## config.mk

```make
export PLATFORM = sky130hd
export DESIGN_NAME = trace_unit_top
export DESIGN_NICKNAME = d
export VERILOG_FILES = /design/src/verilog/tcb_pkg.sv /design/src/verilog/trace_pkg.sv /design/src/verilog/tcb_if.sv /design/src/verilog/trace_fetch_stage.sv /design/src/verilog/trace_record_builder.sv /design/src/verilog/trace_fifo.sv /design/src/verilog/trace_wb_port.sv /design/src/verilog/trace_unit_top.sv
export VERILOG_INCLUDE_DIRS = /design/src /design/src/verilog
export SDC_FILE = /design/constraint.sdc
export NUM_CORES = 2
export LEC_CHECK = 0
export ABC_CLOCK_PERIOD_IN_PS = 38200
export BUFFER_PORTS_ARGS = -buffer_cell sky130_fd_sc_hd__buf_4
export CELL_PAD_IN_SITES_DETAIL_PLACEMENT = 0
export CELL_PAD_IN_SITES_GLOBAL_PLACEMENT = 1
export CORE_MARGIN = 4
export CORE_UTILIZATION = 45
export CTS_BUF_LIST = sky130_fd_sc_hd__clkbuf_16
export CTS_CLUSTER_SIZE = 16
export DETAILED_ROUTE_END_ITERATION = 8
export PLACE_DENSITY = 0.68
export SLEW_MARGIN = 20
export SYNTH_ARGS = -nofsm -noshare
export SYNTH_HDL_FRONTEND = slang
export SYNTH_SLANG_ARGS = --single-unit
export TNS_END_PERCENT = 1
```

## constraint.sdc

```tcl
create_clock -name tcb_ifu -period 38.2 [get_ports tcb_ifu]
set_clock_uncertainty 0.15 [all_clocks]
set_input_delay 3.82 -clock tcb_ifu [delete_from_list [all_inputs] [get_ports tcb_ifu]]
set_output_delay 3.82 -clock tcb_ifu [all_outputs]
set_load 0.005 [all_outputs]
```

## src/verilog/trace_cfg.svh

```systemverilog
/*
 * build-time sizes of the trace unit
 * included by the packages and by every module that sizes a vector
 */
`ifndef TRACE_CFG_SVH
`define TRACE_CFG_SVH

// data and address width of the observed core
`define TRACE_XLEN 32

// general purpose register count, index width follows from it
`define TRACE_GNUM 32
`define TRACE_GLOG $clog2(`TRACE_GNUM)

// records held in the FIFO, power of two only
`define TRACE_FIFO_DEPTH 8
`define TRACE_FIFO_ALOG  $clog2(`TRACE_FIFO_DEPTH)

`endif

```

## src/verilog/tcb_pkg.sv

```systemverilog
/*
 * payload types of the observed core buses
 * shared by the bus interface and the record builder
 */
`include "trace_cfg.svh"

package tcb_pkg;

    // request, sampled on the edge where vld and rdy are both high
    typedef struct packed {
        logic                   wen;  // write enable
        logic                   ren;  // read enable
        logic [`TRACE_XLEN-1:0] adr;  // byte address
        logic [1:0]             siz;  // log2 of bytes
        logic [`TRACE_XLEN-1:0] wdt;  // write data
    } tcb_req_t;

    // response, valid one cycle after the transfer
    typedef struct packed {
        logic [`TRACE_XLEN-1:0] rdt;  // read data
    } tcb_rsp_t;

endpackage: tcb_pkg

```

## src/verilog/trace_pkg.sv

```systemverilog
/*
 * trace record layout and host register map
 * the instruction word is seen both as a 32-bit and as a 16-bit encoding
 */
`include "trace_cfg.svh"

package trace_pkg;

    // 32-bit encoding
    typedef struct packed {
        logic [16:0] rest;    // rs1, rs2, funct7 or immediate
        logic [2:0]  funct3;
        logic [4:0]  rd;
        logic [6:0]  opcode;  // low two bits are 11 for 32-bit
    } ins_full_t;

    // 16-bit encoding in the low halfword
    typedef struct packed {
        logic [15:0] hi;      // next halfword, not decoded
        logic [2:0]  funct3;
        logic [10:0] mid;     // register and immediate bits
        logic [1:0]  op;      // quadrant
    } ins_cmp_t;

    typedef union packed {
        ins_full_t full;
        ins_cmp_t  cmp;
    } ins_word_u;

    // record word 5
    typedef struct packed {
        logic [`TRACE_XLEN-8-2*`TRACE_GLOG-1:0] pad;
        logic [`TRACE_GLOG-1:0] ls_sid;  // store source register
        logic [1:0]             ls_siz;
        logic                   ls_ren;
        logic                   ls_wen;
        logic                   ls_ena;
        logic [`TRACE_GLOG-1:0] wb_idx;
        logic                   wb_ena;
        logic                   mem;     // load or store instruction
        logic                   siz32;   // 32-bit encoding
    } trace_flg_t;

    // one record, six words
    typedef struct packed {
        trace_flg_t             flg;     // word 5
        logic [`TRACE_XLEN-1:0] ls_dat;  // word 4
        logic [`TRACE_XLEN-1:0] ls_adr;  // word 3
        logic [`TRACE_XLEN-1:0] wb_dat;  // word 2
        logic [`TRACE_XLEN-1:0] ins;     // word 1
        logic [`TRACE_XLEN-1:0] pc;      // word 0
    } trace_rec_t;

    // host word index
    typedef enum logic [2:0] {
        REC0   = 3'd0,
        REC1   = 3'd1,
        REC2   = 3'd2,
        REC3   = 3'd3,
        REC4   = 3'd4,
        REC5   = 3'd5,
        STATUS = 3'd6,
        POP    = 3'd7
    } trace_reg_e;

endpackage: trace_pkg

```

## src/verilog/tcb_if.sv

```systemverilog
/*
 * observed bus with valid/ready handshake
 * the trace unit only ever connects through the mon modport
 */
`timescale 1ns/1ns

interface tcb_if import tcb_pkg::*; (
    input logic clk
);

    logic     vld;  // manager request valid
    logic     rdy;  // subordinate ready
    tcb_req_t req;
    tcb_rsp_t rsp;  // one cycle behind the transfer
    logic     trn;  // transfer on this edge

    assign trn = vld & rdy;

    modport man (
        input  clk, rdy, rsp, trn,
        output vld, req
    );

    modport sub (
        input  clk, vld, req, trn,
        output rdy, rsp
    );

    // passive observer
    modport mon (
        input clk, vld, rdy, req, rsp, trn
    );

endinterface: tcb_if

```

## src/verilog/trace_fetch_stage.sv

```systemverilog
/*
 * instruction fetch alignment
 * pairs the fetch address with its late instruction data and classifies it
 */
`timescale 1ns/1ns
`include "trace_cfg.svh"

module trace_fetch_stage import trace_pkg::*; (
    input  logic                   tcb_ifu,
    input  logic                   rst_n,
    tcb_if.mon                     ifu,
    output logic                   vld,    // record slot, 2 cycles after transfer
    output logic [`TRACE_XLEN-1:0] pc,
    output ins_word_u              ins,
    output logic                   siz32,
    output logic                   mem
);

    localparam logic [6:0] OPC_LOAD  = 7'b0000011;
    localparam logic [6:0] OPC_STORE = 7'b0100011;
    localparam logic [2:0] C_LW      = 3'b010;
    localparam logic [2:0] C_SW      = 3'b110;

    logic                   trn_q;  // transfer seen last edge
    logic [`TRACE_XLEN-1:0] adr_q;  // address waiting for its data

    ////////////////////////////////////////////////////////////////////////////
    // two-stage pipe
    ////////////////////////////////////////////////////////////////////////////

    always_ff @(posedge tcb_ifu) begin
        if (!rst_n) begin
            trn_q <= 1'b0;
            vld   <= 1'b0;
        end else begin
            trn_q <= ifu.trn;
            vld   <= trn_q;  // data arrived this cycle
        end
    end

    // payload, no reset
    always_ff @(posedge tcb_ifu) begin
        if (ifu.trn) adr_q <= ifu.req.adr;
        if (trn_q) begin
            pc  <= adr_q;
            ins <= ifu.rsp.rdt;
        end
    end

    // decode
    assign siz32 = (ins.full.opcode[1:0] == 2'b11);

    always_comb begin
        if (siz32) begin
            mem = (ins.full.opcode == OPC_LOAD) || (ins.full.opcode == OPC_STORE);
        end else begin
            // quadrant 0, c.lw / c.sw
            mem = (ins.cmp.op == 2'b00) &&
                  ((ins.cmp.funct3 == C_LW) || (ins.cmp.funct3 == C_SW));
        end
    end

endmodule: trace_fetch_stage

```

## src/verilog/trace_record_builder.sv

```systemverilog
/*
 * record assembly
 * merges the aligned fetch with write-back and the preceding load/store transfer
 */
`timescale 1ns/1ns
`include "trace_cfg.svh"

module trace_record_builder import tcb_pkg::*; import trace_pkg::*; (
    input  logic                   tcb_ifu,
    input  logic                   rst_n,
    // aligned fetch
    input  logic                   vld,
    input  logic [`TRACE_XLEN-1:0] pc,
    input  ins_word_u              ins,
    input  logic                   siz32,
    input  logic                   mem,
    // load/store bus
    tcb_if.mon                     lsu,
    // register write-back
    input  logic                   gpr_den,
    input  logic [`TRACE_GLOG-1:0] gpr_did,
    input  logic [`TRACE_XLEN-1:0] gpr_ddt,
    input  logic [`TRACE_GLOG-1:0] gpr_sid,
    // to FIFO
    output logic                   push,
    output trace_rec_t             rec
);

    logic                   ls_trn_q;  // load/store transfer last cycle
    tcb_req_t               ls_req_q;
    logic [`TRACE_GLOG-1:0] ls_sid_q;  // store source register
    trace_rec_t             rec_d;

    ////////////////////////////////////////////////////////////////////////////
    // one cycle of load/store history
    ////////////////////////////////////////////////////////////////////////////

    always_ff @(posedge tcb_ifu) begin
        if (!rst_n) begin
            ls_trn_q <= 1'b0;
        end else begin
            ls_trn_q <= lsu.trn;
        end
    end

    always_ff @(posedge tcb_ifu) begin
        ls_req_q <= lsu.req;
        ls_sid_q <= gpr_sid;
    end

    ////////////////////////////////////////////////////////////////////////////
    // record
    ////////////////////////////////////////////////////////////////////////////

    always_comb begin
        rec_d           = '0;
        rec_d.pc        = pc;
        rec_d.ins       = ins;
        rec_d.flg.siz32 = siz32;
        rec_d.flg.mem   = mem;
        // write-back in the same cycle
        if (gpr_den) begin
            rec_d.wb_dat     = gpr_ddt;
            rec_d.flg.wb_ena = 1'b1;
            rec_d.flg.wb_idx = gpr_did;
        end
        // load/store from the edge before, load data is on rsp now
        if (ls_trn_q) begin
            rec_d.ls_adr     = ls_req_q.adr;
            rec_d.ls_dat     = ls_req_q.wen ? ls_req_q.wdt : lsu.rsp.rdt;
            rec_d.flg.ls_ena = 1'b1;
            rec_d.flg.ls_wen = ls_req_q.wen;
            rec_d.flg.ls_ren = ls_req_q.ren;
            rec_d.flg.ls_siz = ls_req_q.siz;
            if (ls_req_q.wen) rec_d.flg.ls_sid = ls_sid_q;
        end
    end

    always_ff @(posedge tcb_ifu) begin
        if (!rst_n) begin
            push <= 1'b0;
        end else begin
            push <= vld;
        end
    end

    always_ff @(posedge tcb_ifu) begin
        if (vld) rec <= rec_d;  // held until the next fetch
    end

endmodule: trace_record_builder

```

## src/verilog/trace_fifo.sv

```systemverilog
/*
 * record FIFO
 * drops records when full and counts the drops, head is read without a pop
 */
`timescale 1ns/1ns
`include "trace_cfg.svh"

module trace_fifo import trace_pkg::*; (
    input  logic                        tcb_ifu,
    input  logic                        rst_n,
    input  logic                        push,
    input  trace_rec_t                  wdata,
    input  logic                        pop,
    output trace_rec_t                  head,
    output logic                        empty,
    output logic [`TRACE_FIFO_ALOG:0]   count,
    output logic [15:0]                 ovf    // dropped records, saturating
);

    localparam int unsigned DEPTH = `TRACE_FIFO_DEPTH;
    localparam int unsigned ALOG  = `TRACE_FIFO_ALOG;

    trace_rec_t      mem_q [DEPTH];
    logic [ALOG:0]   wr_ptr;  // extra msb tells full from empty
    logic [ALOG:0]   rd_ptr;
    logic            full;
    logic            do_push;
    logic            do_pop;

    assign count = wr_ptr - rd_ptr;
    assign empty = (count == '0);
    assign full  = (count == (ALOG+1)'(DEPTH));

    assign do_pop  = pop & ~empty;           // pop on empty ignored
    assign do_push = push & (~full | do_pop);  // a slot frees this edge

    ////////////////////////////////////////////////////////////////////////////
    // pointers and drop counter
    ////////////////////////////////////////////////////////////////////////////

    always_ff @(posedge tcb_ifu) begin
        if (!rst_n) begin
            wr_ptr <= '0;
            rd_ptr <= '0;
            ovf    <= '0;
        end else begin
            if (do_push) wr_ptr <= wr_ptr + 1'b1;
            if (do_pop)  rd_ptr <= rd_ptr + 1'b1;
            if (push && !do_push && (ovf != '1)) begin
                ovf <= ovf + 1'b1;
            end
        end
    end

    // storage
    always_ff @(posedge tcb_ifu) begin
        if (do_push) mem_q[wr_ptr[ALOG-1:0]] <= wdata;
    end

    assign head = mem_q[rd_ptr[ALOG-1:0]];  // stale when empty

endmodule: trace_fifo

```

## src/verilog/trace_wb_port.sv

```systemverilog
/*
 * Wishbone classic host port
 * word reads of the head record and status, a write to POP drops the head
 */
`timescale 1ns/1ns
`include "trace_cfg.svh"

module trace_wb_port import trace_pkg::*; (
    input  logic                      tcb_ifu,
    input  logic                      rst_n,
    // Wishbone slave
    input  logic                      wb_cyc,
    input  logic                      wb_stb,
    input  logic                      wb_we,
    input  logic [2:0]                wb_adr,    // word index
    input  logic [`TRACE_XLEN-1:0]    wb_dat_w,  // don't care, any write pops
    output logic [`TRACE_XLEN-1:0]    wb_dat_r,
    output logic                      wb_ack,
    // FIFO side
    input  trace_rec_t                head,
    input  logic                      empty,
    input  logic [`TRACE_FIFO_ALOG:0] count,
    input  logic [15:0]               ovf,
    output logic                      pop
);

    trace_reg_e             reg_idx;
    logic                   req;     // access start, one per ack
    logic [`TRACE_XLEN-1:0] rd_mux;

    assign reg_idx = trace_reg_e'(wb_adr);
    assign req     = wb_cyc & wb_stb & ~wb_ack;

    ////////////////////////////////////////////////////////////////////////////
    // handshake
    ////////////////////////////////////////////////////////////////////////////

    always_ff @(posedge tcb_ifu) begin
        if (!rst_n) begin
            wb_ack <= 1'b0;
            pop    <= 1'b0;
        end else begin
            wb_ack <= req;
            pop    <= req & wb_we & (reg_idx == POP);  // lands with ack
        end
    end

    // read mux
    always_comb begin
        case (reg_idx)
            REC0:    rd_mux = head.pc;
            REC1:    rd_mux = head.ins;
            REC2:    rd_mux = head.wb_dat;
            REC3:    rd_mux = head.ls_adr;
            REC4:    rd_mux = head.ls_dat;
            REC5:    rd_mux = head.flg;
            STATUS:  rd_mux = {8'h00, ovf, 8'(count)};
            default: rd_mux = '0;  // POP reads as zero
        endcase
        if (empty && (reg_idx < STATUS)) rd_mux = '0;  // no record
    end

    always_ff @(posedge tcb_ifu) begin
        if (req && !wb_we) wb_dat_r <= rd_mux;
    end

endmodule: trace_wb_port

```

## src/verilog/trace_unit_top.sv

```systemverilog
/*
 * execution trace unit top level
 * plain core and host ports, bus monitors are built here from the core signals
 */
`timescale 1ns/1ns
`include "trace_cfg.svh"

module trace_unit_top import trace_pkg::*; (
    input  logic                   tcb_ifu,
    input  logic                   rst_n,
    // instruction fetch
    input  logic                   ifu_vld,
    input  logic                   ifu_rdy,
    input  logic [`TRACE_XLEN-1:0] ifu_adr,
    input  logic [`TRACE_XLEN-1:0] ifu_rdt,
    // load/store
    input  logic                   lsu_vld,
    input  logic                   lsu_rdy,
    input  logic                   lsu_wen,
    input  logic                   lsu_ren,
    input  logic [`TRACE_XLEN-1:0] lsu_adr,
    input  logic [1:0]             lsu_siz,
    input  logic [`TRACE_XLEN-1:0] lsu_wdt,
    input  logic [`TRACE_XLEN-1:0] lsu_rdt,
    // register write-back
    input  logic                   gpr_den,
    input  logic [`TRACE_GLOG-1:0] gpr_did,
    input  logic [`TRACE_XLEN-1:0] gpr_ddt,
    input  logic [`TRACE_GLOG-1:0] gpr_sid,
    // host
    input  logic                   wb_cyc,
    input  logic                   wb_stb,
    input  logic                   wb_we,
    input  logic [2:0]             wb_adr,
    input  logic [`TRACE_XLEN-1:0] wb_dat_w,
    output logic [`TRACE_XLEN-1:0] wb_dat_r,
    output logic                   wb_ack
);

    logic                      fs_vld;
    logic [`TRACE_XLEN-1:0]    fs_pc;
    ins_word_u                 fs_ins;
    logic                      fs_siz32;
    logic                      fs_mem;
    logic                      push;
    trace_rec_t                rec;
    trace_rec_t                head;
    logic                      empty;
    logic [`TRACE_FIFO_ALOG:0] count;
    logic [15:0]               ovf;
    logic                      pop;

    ////////////////////////////////////////////////////////////////////////////
    // bus monitors, both on the core clock
    ////////////////////////////////////////////////////////////////////////////

    tcb_if ifu_mon (.clk (tcb_ifu));
    tcb_if lsu_mon (.clk (tcb_ifu));

    // fetch is a word read
    assign ifu_mon.vld = ifu_vld;
    assign ifu_mon.rdy = ifu_rdy;
    assign ifu_mon.req = '{wen: 1'b0, ren: 1'b1, adr: ifu_adr, siz: 2'd2, wdt: '0};
    assign ifu_mon.rsp = '{rdt: ifu_rdt};

    assign lsu_mon.vld = lsu_vld;
    assign lsu_mon.rdy = lsu_rdy;
    assign lsu_mon.req = '{wen: lsu_wen, ren: lsu_ren, adr: lsu_adr, siz: lsu_siz,
                           wdt: lsu_wdt};
    assign lsu_mon.rsp = '{rdt: lsu_rdt};

    trace_fetch_stage i_fetch (
        .tcb_ifu (tcb_ifu), .rst_n (rst_n), .ifu (ifu_mon),
        .vld (fs_vld), .pc (fs_pc), .ins (fs_ins), .siz32 (fs_siz32), .mem (fs_mem)
    );

    trace_record_builder i_builder (
        .tcb_ifu (tcb_ifu), .rst_n (rst_n),
        .vld (fs_vld), .pc (fs_pc), .ins (fs_ins), .siz32 (fs_siz32), .mem (fs_mem),
        .lsu (lsu_mon),
        .gpr_den (gpr_den), .gpr_did (gpr_did), .gpr_ddt (gpr_ddt), .gpr_sid (gpr_sid),
        .push (push), .rec (rec)
    );

    trace_fifo i_fifo (
        .tcb_ifu (tcb_ifu), .rst_n (rst_n), .push (push), .wdata (rec), .pop (pop),
        .head (head), .empty (empty), .count (count), .ovf (ovf)
    );

    trace_wb_port i_wb (
        .tcb_ifu (tcb_ifu), .rst_n (rst_n),
        .wb_cyc (wb_cyc), .wb_stb (wb_stb), .wb_we (wb_we), .wb_adr (wb_adr),
        .wb_dat_w (wb_dat_w), .wb_dat_r (wb_dat_r), .wb_ack (wb_ack),
        .head (head), .empty (empty), .count (count), .ovf (ovf), .pop (pop)
    );

endmodule: trace_unit_top

```

After elaboration in Yosys (flattened, before gate mapping). Memories as Yosys holds them, arrays and structs flattened. A register that Yosys moved wholly into a read port is not among the register bits. Index checks and enable logic that the tools add are counted.

Bits in writable memories: 1424. Logic and storage cells: 87. Input bits: 251. Latch bits: 0. Memories: 1. Output and inout port bits: 33. Bits in registers: 409. Bits in read-only memories: 0.

Divide/modulo/power cells: 0. Shift operators: 0. Order comparisons: 1. Equal/unequal tests: 14. Reductions and logical operators: 13. $mul: 0. Mux-type cells: 9. $add $sub $neg: 4. Bitwise gates (word level): 12.

Memory list: i_fifo.mem_q (depth 8, bits a word 178, rd ports 1, clocked after Yosys merged registers in 1, wr ports 1, line trace_fifo.sv:23) `trace_rec_t mem_q [DEPTH];`.

Operators with widths (count): $pmux W32 S7 (1); $mux W32 (1); $add A16 B1 Y16 const B (1); $ne A16 B16 Y1 const B (1); $eq A3 B3 Y1 const B (5); $eq A3 B2 Y1 const B (3); $add A4 B1 Y4 const B (2); $and A1 B1 Y1 (8); $eq A7 B2 Y1 const B (1); $eq A7 B6 Y1 const B (1); $mux W3 (2); $logic_and A1 B1 Y1 (5); $mux W1 (5); $eq A4 B4 Y1 const B (1); $logic_not A4 Y1 (1); $sub A4 B4 Y4 (1); $eq A3 B1 Y1 const B (1); $logic_not A3 Y1 (1); $lt A3 B3 Y1 const B (1); $not A1 Y1 (3); $eq A2 B2 Y1 const B (1); $logic_not A1 Y1 (2); $logic_not A2 Y1 (1); $logic_or A1 B1 Y1 (2); other kinds (2) (2).

Logic depth before layout (Yosys ltp).
Depth after elaboration: 9. Mapped depth: 11. Gate-level depth less buffers: 9.

Hierarchy. Synthesis repeated with hierarchy kept, for this count alone.

Cells, all modules: 3249. Area total of the unflattened synthesis: 72955.0 sq um.

Modules (own cells, without submodules): trace_fifo (area each 58892.7 sq um, cells each 2405, times used 1, seq. area each 46664.8 sq um); trace_record_builder (area each 8076.5 sq um, cells each 427, times used 1, seq. area each 6846.6 sq um); trace_wb_port (area each 2989.1 sq um, cells each 309, times used 1, seq. area each 1001.0 sq um); trace_fetch_stage (area each 2976.6 sq um, cells each 104, times used 1, seq. area each 2922.8 sq um); trace_unit_top (area each 20.0 sq um, cells each 4, times used 1, seq. area each 0.0 sq um).

Least setup slack after synthesis. Ideal clock, no wire load.

Path type: register -> register. Start point: register i_fifo.wr_ptr[1]. End point: memory i_fifo.mem_q[2][0] (netlist name) (enable). Buffers on the path: 0. Arrival time: 19.699 ns. Stages on the path, launching flop included: 6. Period minus slack after synthesis: 21.065 ns. Data required time: 36.834 ns. Setup time: 1.216 ns. Path slack: 17.135 ns. Cell sequence: dfxtp_1 > ha_1 > and3b_1 > nor3_1 > o31ai_2 > nor4b_1.

Longest elaborated chain between the ends: 8. Elaborated cells between the ends (all ways): 10. Classes of those cells: 1 x add/sub; 1 x eq/ne; 2 x mux; 5 x bitwise; 1 x reduce/logical.

Ends and longest elaborated chain: start, declared (line trace_fifo.sv:24) `logic [ALOG:0] wr_ptr;`; start signal, assigned (line trace_fifo.sv:47) `if (do_push) wr_ptr <= wr_ptr + 1'b1;`; $sub A4 B4 Y4 (line trace_fifo.sv:30) `assign count = wr_ptr - rd_ptr;`; $logic_not A4 Y1 (line trace_fifo.sv:31) `assign empty = (count == '0);`; $not A1 Y1 (line trace_fifo.sv:34) `assign do_pop = pop & ~empty;`; $and A1 B1 Y1 (line trace_fifo.sv:34); $or A1 B1 Y1 (line trace_fifo.sv:35) `assign do_push = push & (~full | do_pop);`; $and A1 B1 Y1 (line trace_fifo.sv:35); $mux W1 (line trace_fifo.sv:57) `if (do_push) mem_q[wr_ptr[ALOG-1:0]] <= wdata;`; $mux W1 (implied by the code) (line trace_fifo.sv:57); end, declared (line trace_fifo.sv:23).

Several ways; a longest one is shown, not always the timed one.

Worst setup path after layout.
Start point: input wb_adr[1]. End point: register i_wb.wb_dat_r[14] (data pin).

Longest elaborated chain between the ends: 2. Elaborated cells between the ends (all ways): 10. Classes of those cells: 1 x order compare; 6 x eq/ne; 1 x mux; 2 x reduce/logical.

Ends and longest elaborated chain: start, declared (line trace_unit_top.sv:34) `input logic [2:0] wb_adr,`; $eq A3 B3 Y1, or another cell as far along (line trace_wb_port.sv:50) `case (reg_idx)`; $pmux W32 S7 or $logic_and A1 B1 Y1 (tied branches) (line trace_wb_port.sv:50, trace_wb_port.sv:60); end signal, assigned (line trace_wb_port.sv:64) `if (req && !wb_we) wb_dat_r <= rd_mux;`; end, declared (line trace_wb_port.sv:17) `` output logic [`TRACE_XLEN-1:0] wb_dat_r, ``.

Several ways; a longest one is shown, not always the timed one. A chain may end at the register's enable or synchronous reset.

==> impl_metrics.toml <==
[status]
status = "complete, no violations"

[place]
placed_cells = 5125
place_congestion = 0.762
placement.io_buffers = 251
dpl.hpwl_um = 87000
placed_cell_area_sq_um = 71700

[synthesis]
synth_area_sq_um = 67300
yosys.area.top_type_share = 0.772
synthDistinctLibCells = 64
largest_family_of_logic_cells_by_synthesized_area = "multiplexers"
synth-xor-area-share = 0.000781
synth.yosys.seq_area_share = 0.803
synth_compound_gate_area_share = 0.0280
synthesis.nets = 3298
async_reset_ff_frac = 0
yosys-top-cells-count = "sky130_fd_sc_hd__edfxtp_1 (1,730), sky130_fd_sc_hd__mux4_2 (343), sky130_fd_sc_hd__dfxtp_1 (106)"
synth_most_common_cell = "sky130_fd_sc_hd__edfxtp_1"
synth_enable_flop_cells = 1730
post_synth.cell_area_avg_sq_um = 22.1
synth-seq-cells = 1836
synth_top_cell_by_area = "sky130_fd_sc_hd__edfxtp_1"
yosysWarningCount = 0
synth.top_cells.by_area = "sky130_fd_sc_hd__edfxtp_1 (77%), sky130_fd_sc_hd__mux4_2 (11%), sky130_fd_sc_hd__dfxtp_1 (3.2%)"
postSynthCellCount = 3040
synth-main-ff-cell = "sky130_fd_sc_hd__edfxtp_1"
synthAdderAreaFrac = 0.00141
post_synth_and_or_nand_nor_area_fraction = 0.0275
synth.area.mux_share = 0.129

[clock_tree]
clkSlewWorstSetupHoldPaths_ns = 0.06
post-cts-setup-buffer-count = 0
post_cts_hold_buffer_count = 0
tritoncts = "built"
h-tree-depth = 4
ctsLongestPathBuffers = 3
cts.sinks = 1836
clockRootBuffer = "sky130_fd_sc_hd__clkbuf_16"
cts.repair.resized = 0
clk-insertion-delay-late_ns = 0.81
tritoncts.num_buffers = 185

[floorplan]
die_w_um = 395
dieArea_sq_um = 156000
top_level_i_o_count = 284
rows = 141
initial_utilization = 0.454
floorplan.die.height_um = 395
core_sq_um = 148000

[worst_setup_path]
cp_max_fo = 23
timing.critical_path.to = "i_wb.wb_dat_r[14]$_SDFFCE_PP0P_"
sort_of_element_at_the_end_of_the_critical_path = "register"
regToRegEndpoint = "i_wb.wb_dat_r[12]$_SDFFCE_PP0P_"
arrival_time_reported_for_the_critical_path_endpoint_ns = 6.80
reg2reg_slack_ns = 33.06
worstSetupStartpoint = "wb_adr[1]"
path_class = "primary input to register"
req_time_crit_path_ns = 38.66
timing.critical_path.from_type = "primary input"
worst-r2r-cell-count = 8

[drt]
drt_iter0_markers = 3118
detailedRoute.firstPassIterationCount = 7
drt_wl_total_um = 164000
final_antenna_net_count = 0
avgRoutedWirePerCell_um = 29.9
detailroute.via_count = 32069
drc = 0
post_drt_via_cell_ratio = 5.86

[timing]
layout_worst_path_cycle_share = 0.166
max-slew-margin-rel = 0.198
final-hold-violation-count = 0
rsz0062_at_grt = "no"
timing.final.max_slew_violations = 0
timing.fmax_mhz = 158
finalSetupViolCount = 0
final.setup.tns_ns = 0
worstMarginPinSlew_ns = 1.20
final_period_minus_worst_setup_slack_ns = 6.35

[finish]
number_of_inserted_filler_cells_in_the_final_layout = 11365
drive_above_1_share = 0.273
synthToLayoutAreaGrowth_pct = 15.8
final_area_sq_um = 77900
instances_no_fill = 5471
finish.net_count = 3640

[power]
ir_drop_mv = 0.0481
comb_power_share = 0.015
leakage_uw = 0.0247
clockPowerShare = 0.446
p_sw_uw = 805
powerDensity_nw_per_um2 = 52.6
cell_internal_power_dissipation_uw = 3290
netSwitchingFraction = 0.196
share_seq_of_total_power = 0.539

[job]
max_cap_violation_count = 0

[global_routing]
overflow_left_after_global_routing = 0
grt_pass1_vias = 33147
grt_first_pass_wirelength_um = 236000
grt_antenna_before_repair = 4
grt_max_degree = 142
groute.usage.overall = 0.210

[worst_hold_path]
hold_path.class = "register to register"
registers in the layout, indices dropped and copies added (netlist names), named ones only:
| signal | flops |
|---|---|
| i_wb.wb_ack | 1 |
| i_builder.rec | 178 |
| i_fetch.vld | 1 |
| i_fifo.mem_q | 1424 |
| i_builder.ls_trn_q | 1 |
| i_fetch.adr_q | 32 |
| i_builder.ls_sid_q | 5 |
| i_fetch.pc | 32 |
| i_fifo.wr_ptr | 4 |
| i_fetch.ins | 32 |
| i_wb.wb_dat_r | 32 |
| i_fetch.trn_q | 1 |
| i_builder.push | 1 |
| i_builder.ls_req_q | 68 |
| i_fifo.ovf | 16 |
| i_wb.pop | 1 |
| i_fifo.rd_ptr | 4 |
cell usage in the layout, fill, tap and decap left out, types with 11 or more instances in the layout:
cell	instances
sky130_fd_sc_hd__and2_1	77
sky130_fd_sc_hd__a22oi_1	67
sky130_fd_sc_hd__nor2b_1	35
sky130_fd_sc_hd__clkinv_2	29
sky130_fd_sc_hd__mux4_2	343
sky130_fd_sc_hd__o31a_1	12
sky130_fd_sc_hd__o21ai_0	16
sky130_fd_sc_hd__inv_1	45
sky130_fd_sc_hd__nand2_1	78
sky130_fd_sc_hd__buf_4	299
sky130_fd_sc_hd__nand3_1	19
sky130_fd_sc_hd__edfxtp_1	1730
sky130_fd_sc_hd__clkinv_1	40
sky130_fd_sc_hd__a221oi_1	16
sky130_fd_sc_hd__and3_1	16
sky130_fd_sc_hd__a31oi_1	13
sky130_fd_sc_hd__dfxtp_1	99
sky130_fd_sc_hd__nor2_1	21
sky130_fd_sc_hd__a22o_1	30
sky130_fd_sc_hd__clkbuf_16	189
sky130_fd_sc_hd__bufinv_16	25
sky130_fd_sc_hd__o22ai_1	11
sky130_fd_sc_hd__nand4_1	13
sky130_fd_sc_hd__mux2i_1	90
sky130_fd_sc_hd__a21oi_1	52
per-stage QoR:
step                      power, uW  hold slack (ns)  utilization  setup WS, ns
final                          4100            0.268        0.526         31.85
after global routing           4230            0.278        0.526         31.90
after CTS                      4140            0.269        0.526         31.91
after detailed placement       2320            0.255        0.484         31.04
after global placement         2310            0.251        0.484         31.07
after floorplan                2270            0.250            -         17.14
per-layer routing:
layer	global-route usage	wire [um]	vias to the layer above
li1	-	-	13409
met1	0.295	67200	17052
met2	0.339	79700	1389
met3	0.0381	12700	219
met4	0.0621	4110	0
met5	0	0	-
critical path, stage by stage:
cell                       delay, ns
sky130_fd_sc_hd__buf_4          0.38
sky130_fd_sc_hd__or3b_2         0.92
sky130_fd_sc_hd__nor2_2         0.62
sky130_fd_sc_hd__buf_4          0.44
sky130_fd_sc_hd__a22o_1         0.24
sky130_fd_sc_hd__a221oi_1       0.05
sky130_fd_sc_hd__a31oi_1        0.26
how the worst min path moves through the flow:
stage                               from                           to  cells past startpoint
2_1_floorplan    i_fetch.pc[0]$_DFFE_PP_   i_builder.rec[0]$_DFFE_PP_                      0
3_3_place_gp   i_fetch.ins[24]$_DFFE_PP_  i_builder.rec[56]$_DFFE_PP_                      0
3_5_place_dp    i_fetch.pc[10]$_DFFE_PP_  i_builder.rec[10]$_DFFE_PP_                      0
4_1_cts         i_fetch.pc[23]$_DFFE_PP_  i_builder.rec[23]$_DFFE_PP_                      0
5_1_grt        i_fetch.ins[16]$_DFFE_PP_  i_builder.rec[48]$_DFFE_PP_                      0
6_report        i_fetch.ins[5]$_DFFE_PP_  i_builder.rec[37]$_DFFE_PP_                      0
layout make-up:
class | count | area, sq um | area share
tap | 1930 | 2410 | 0.0310
sequential | 1836 | 54100 | 0.694
timing repair buffer | 309 | 2440 | 0.0314
clock inverter | 154 | 1490 | 0.0192
antenna | 3 | 7.51 | 0.0000963
clock buffer | 189 | 4730 | 0.0607
multi-input combinational | 1039 | 12700 | 0.163
inverter | 11 | 42.5 | 0.000546
power by group through the flow:
stage | clock network [uW] | logic, uW | registers [uW]
final | 1830 | 63.2 | 2210
after global placement | 0 | 64.0 | 2250
after global routing | 1960 | 67.0 | 2210
after CTS | 1870 | 64.7 | 2210
after floorplan | 0 | 20.7 | 2250
after detailed placement | 0 | 64.4 | 2250
logic make-up (layout without fill, tap and decap cells):
group	Yosys count	in the layout
other	0	3
muxes	437	437
DFF	1836	1836
and+or+nand+nor	327	327
adders and majority gates	7	7
xor gates and xnor gates	6	6
buffers and inverters	165	663
AOI/OAI and AO/OA	262	262
Power figures use the tool's default switching activity.
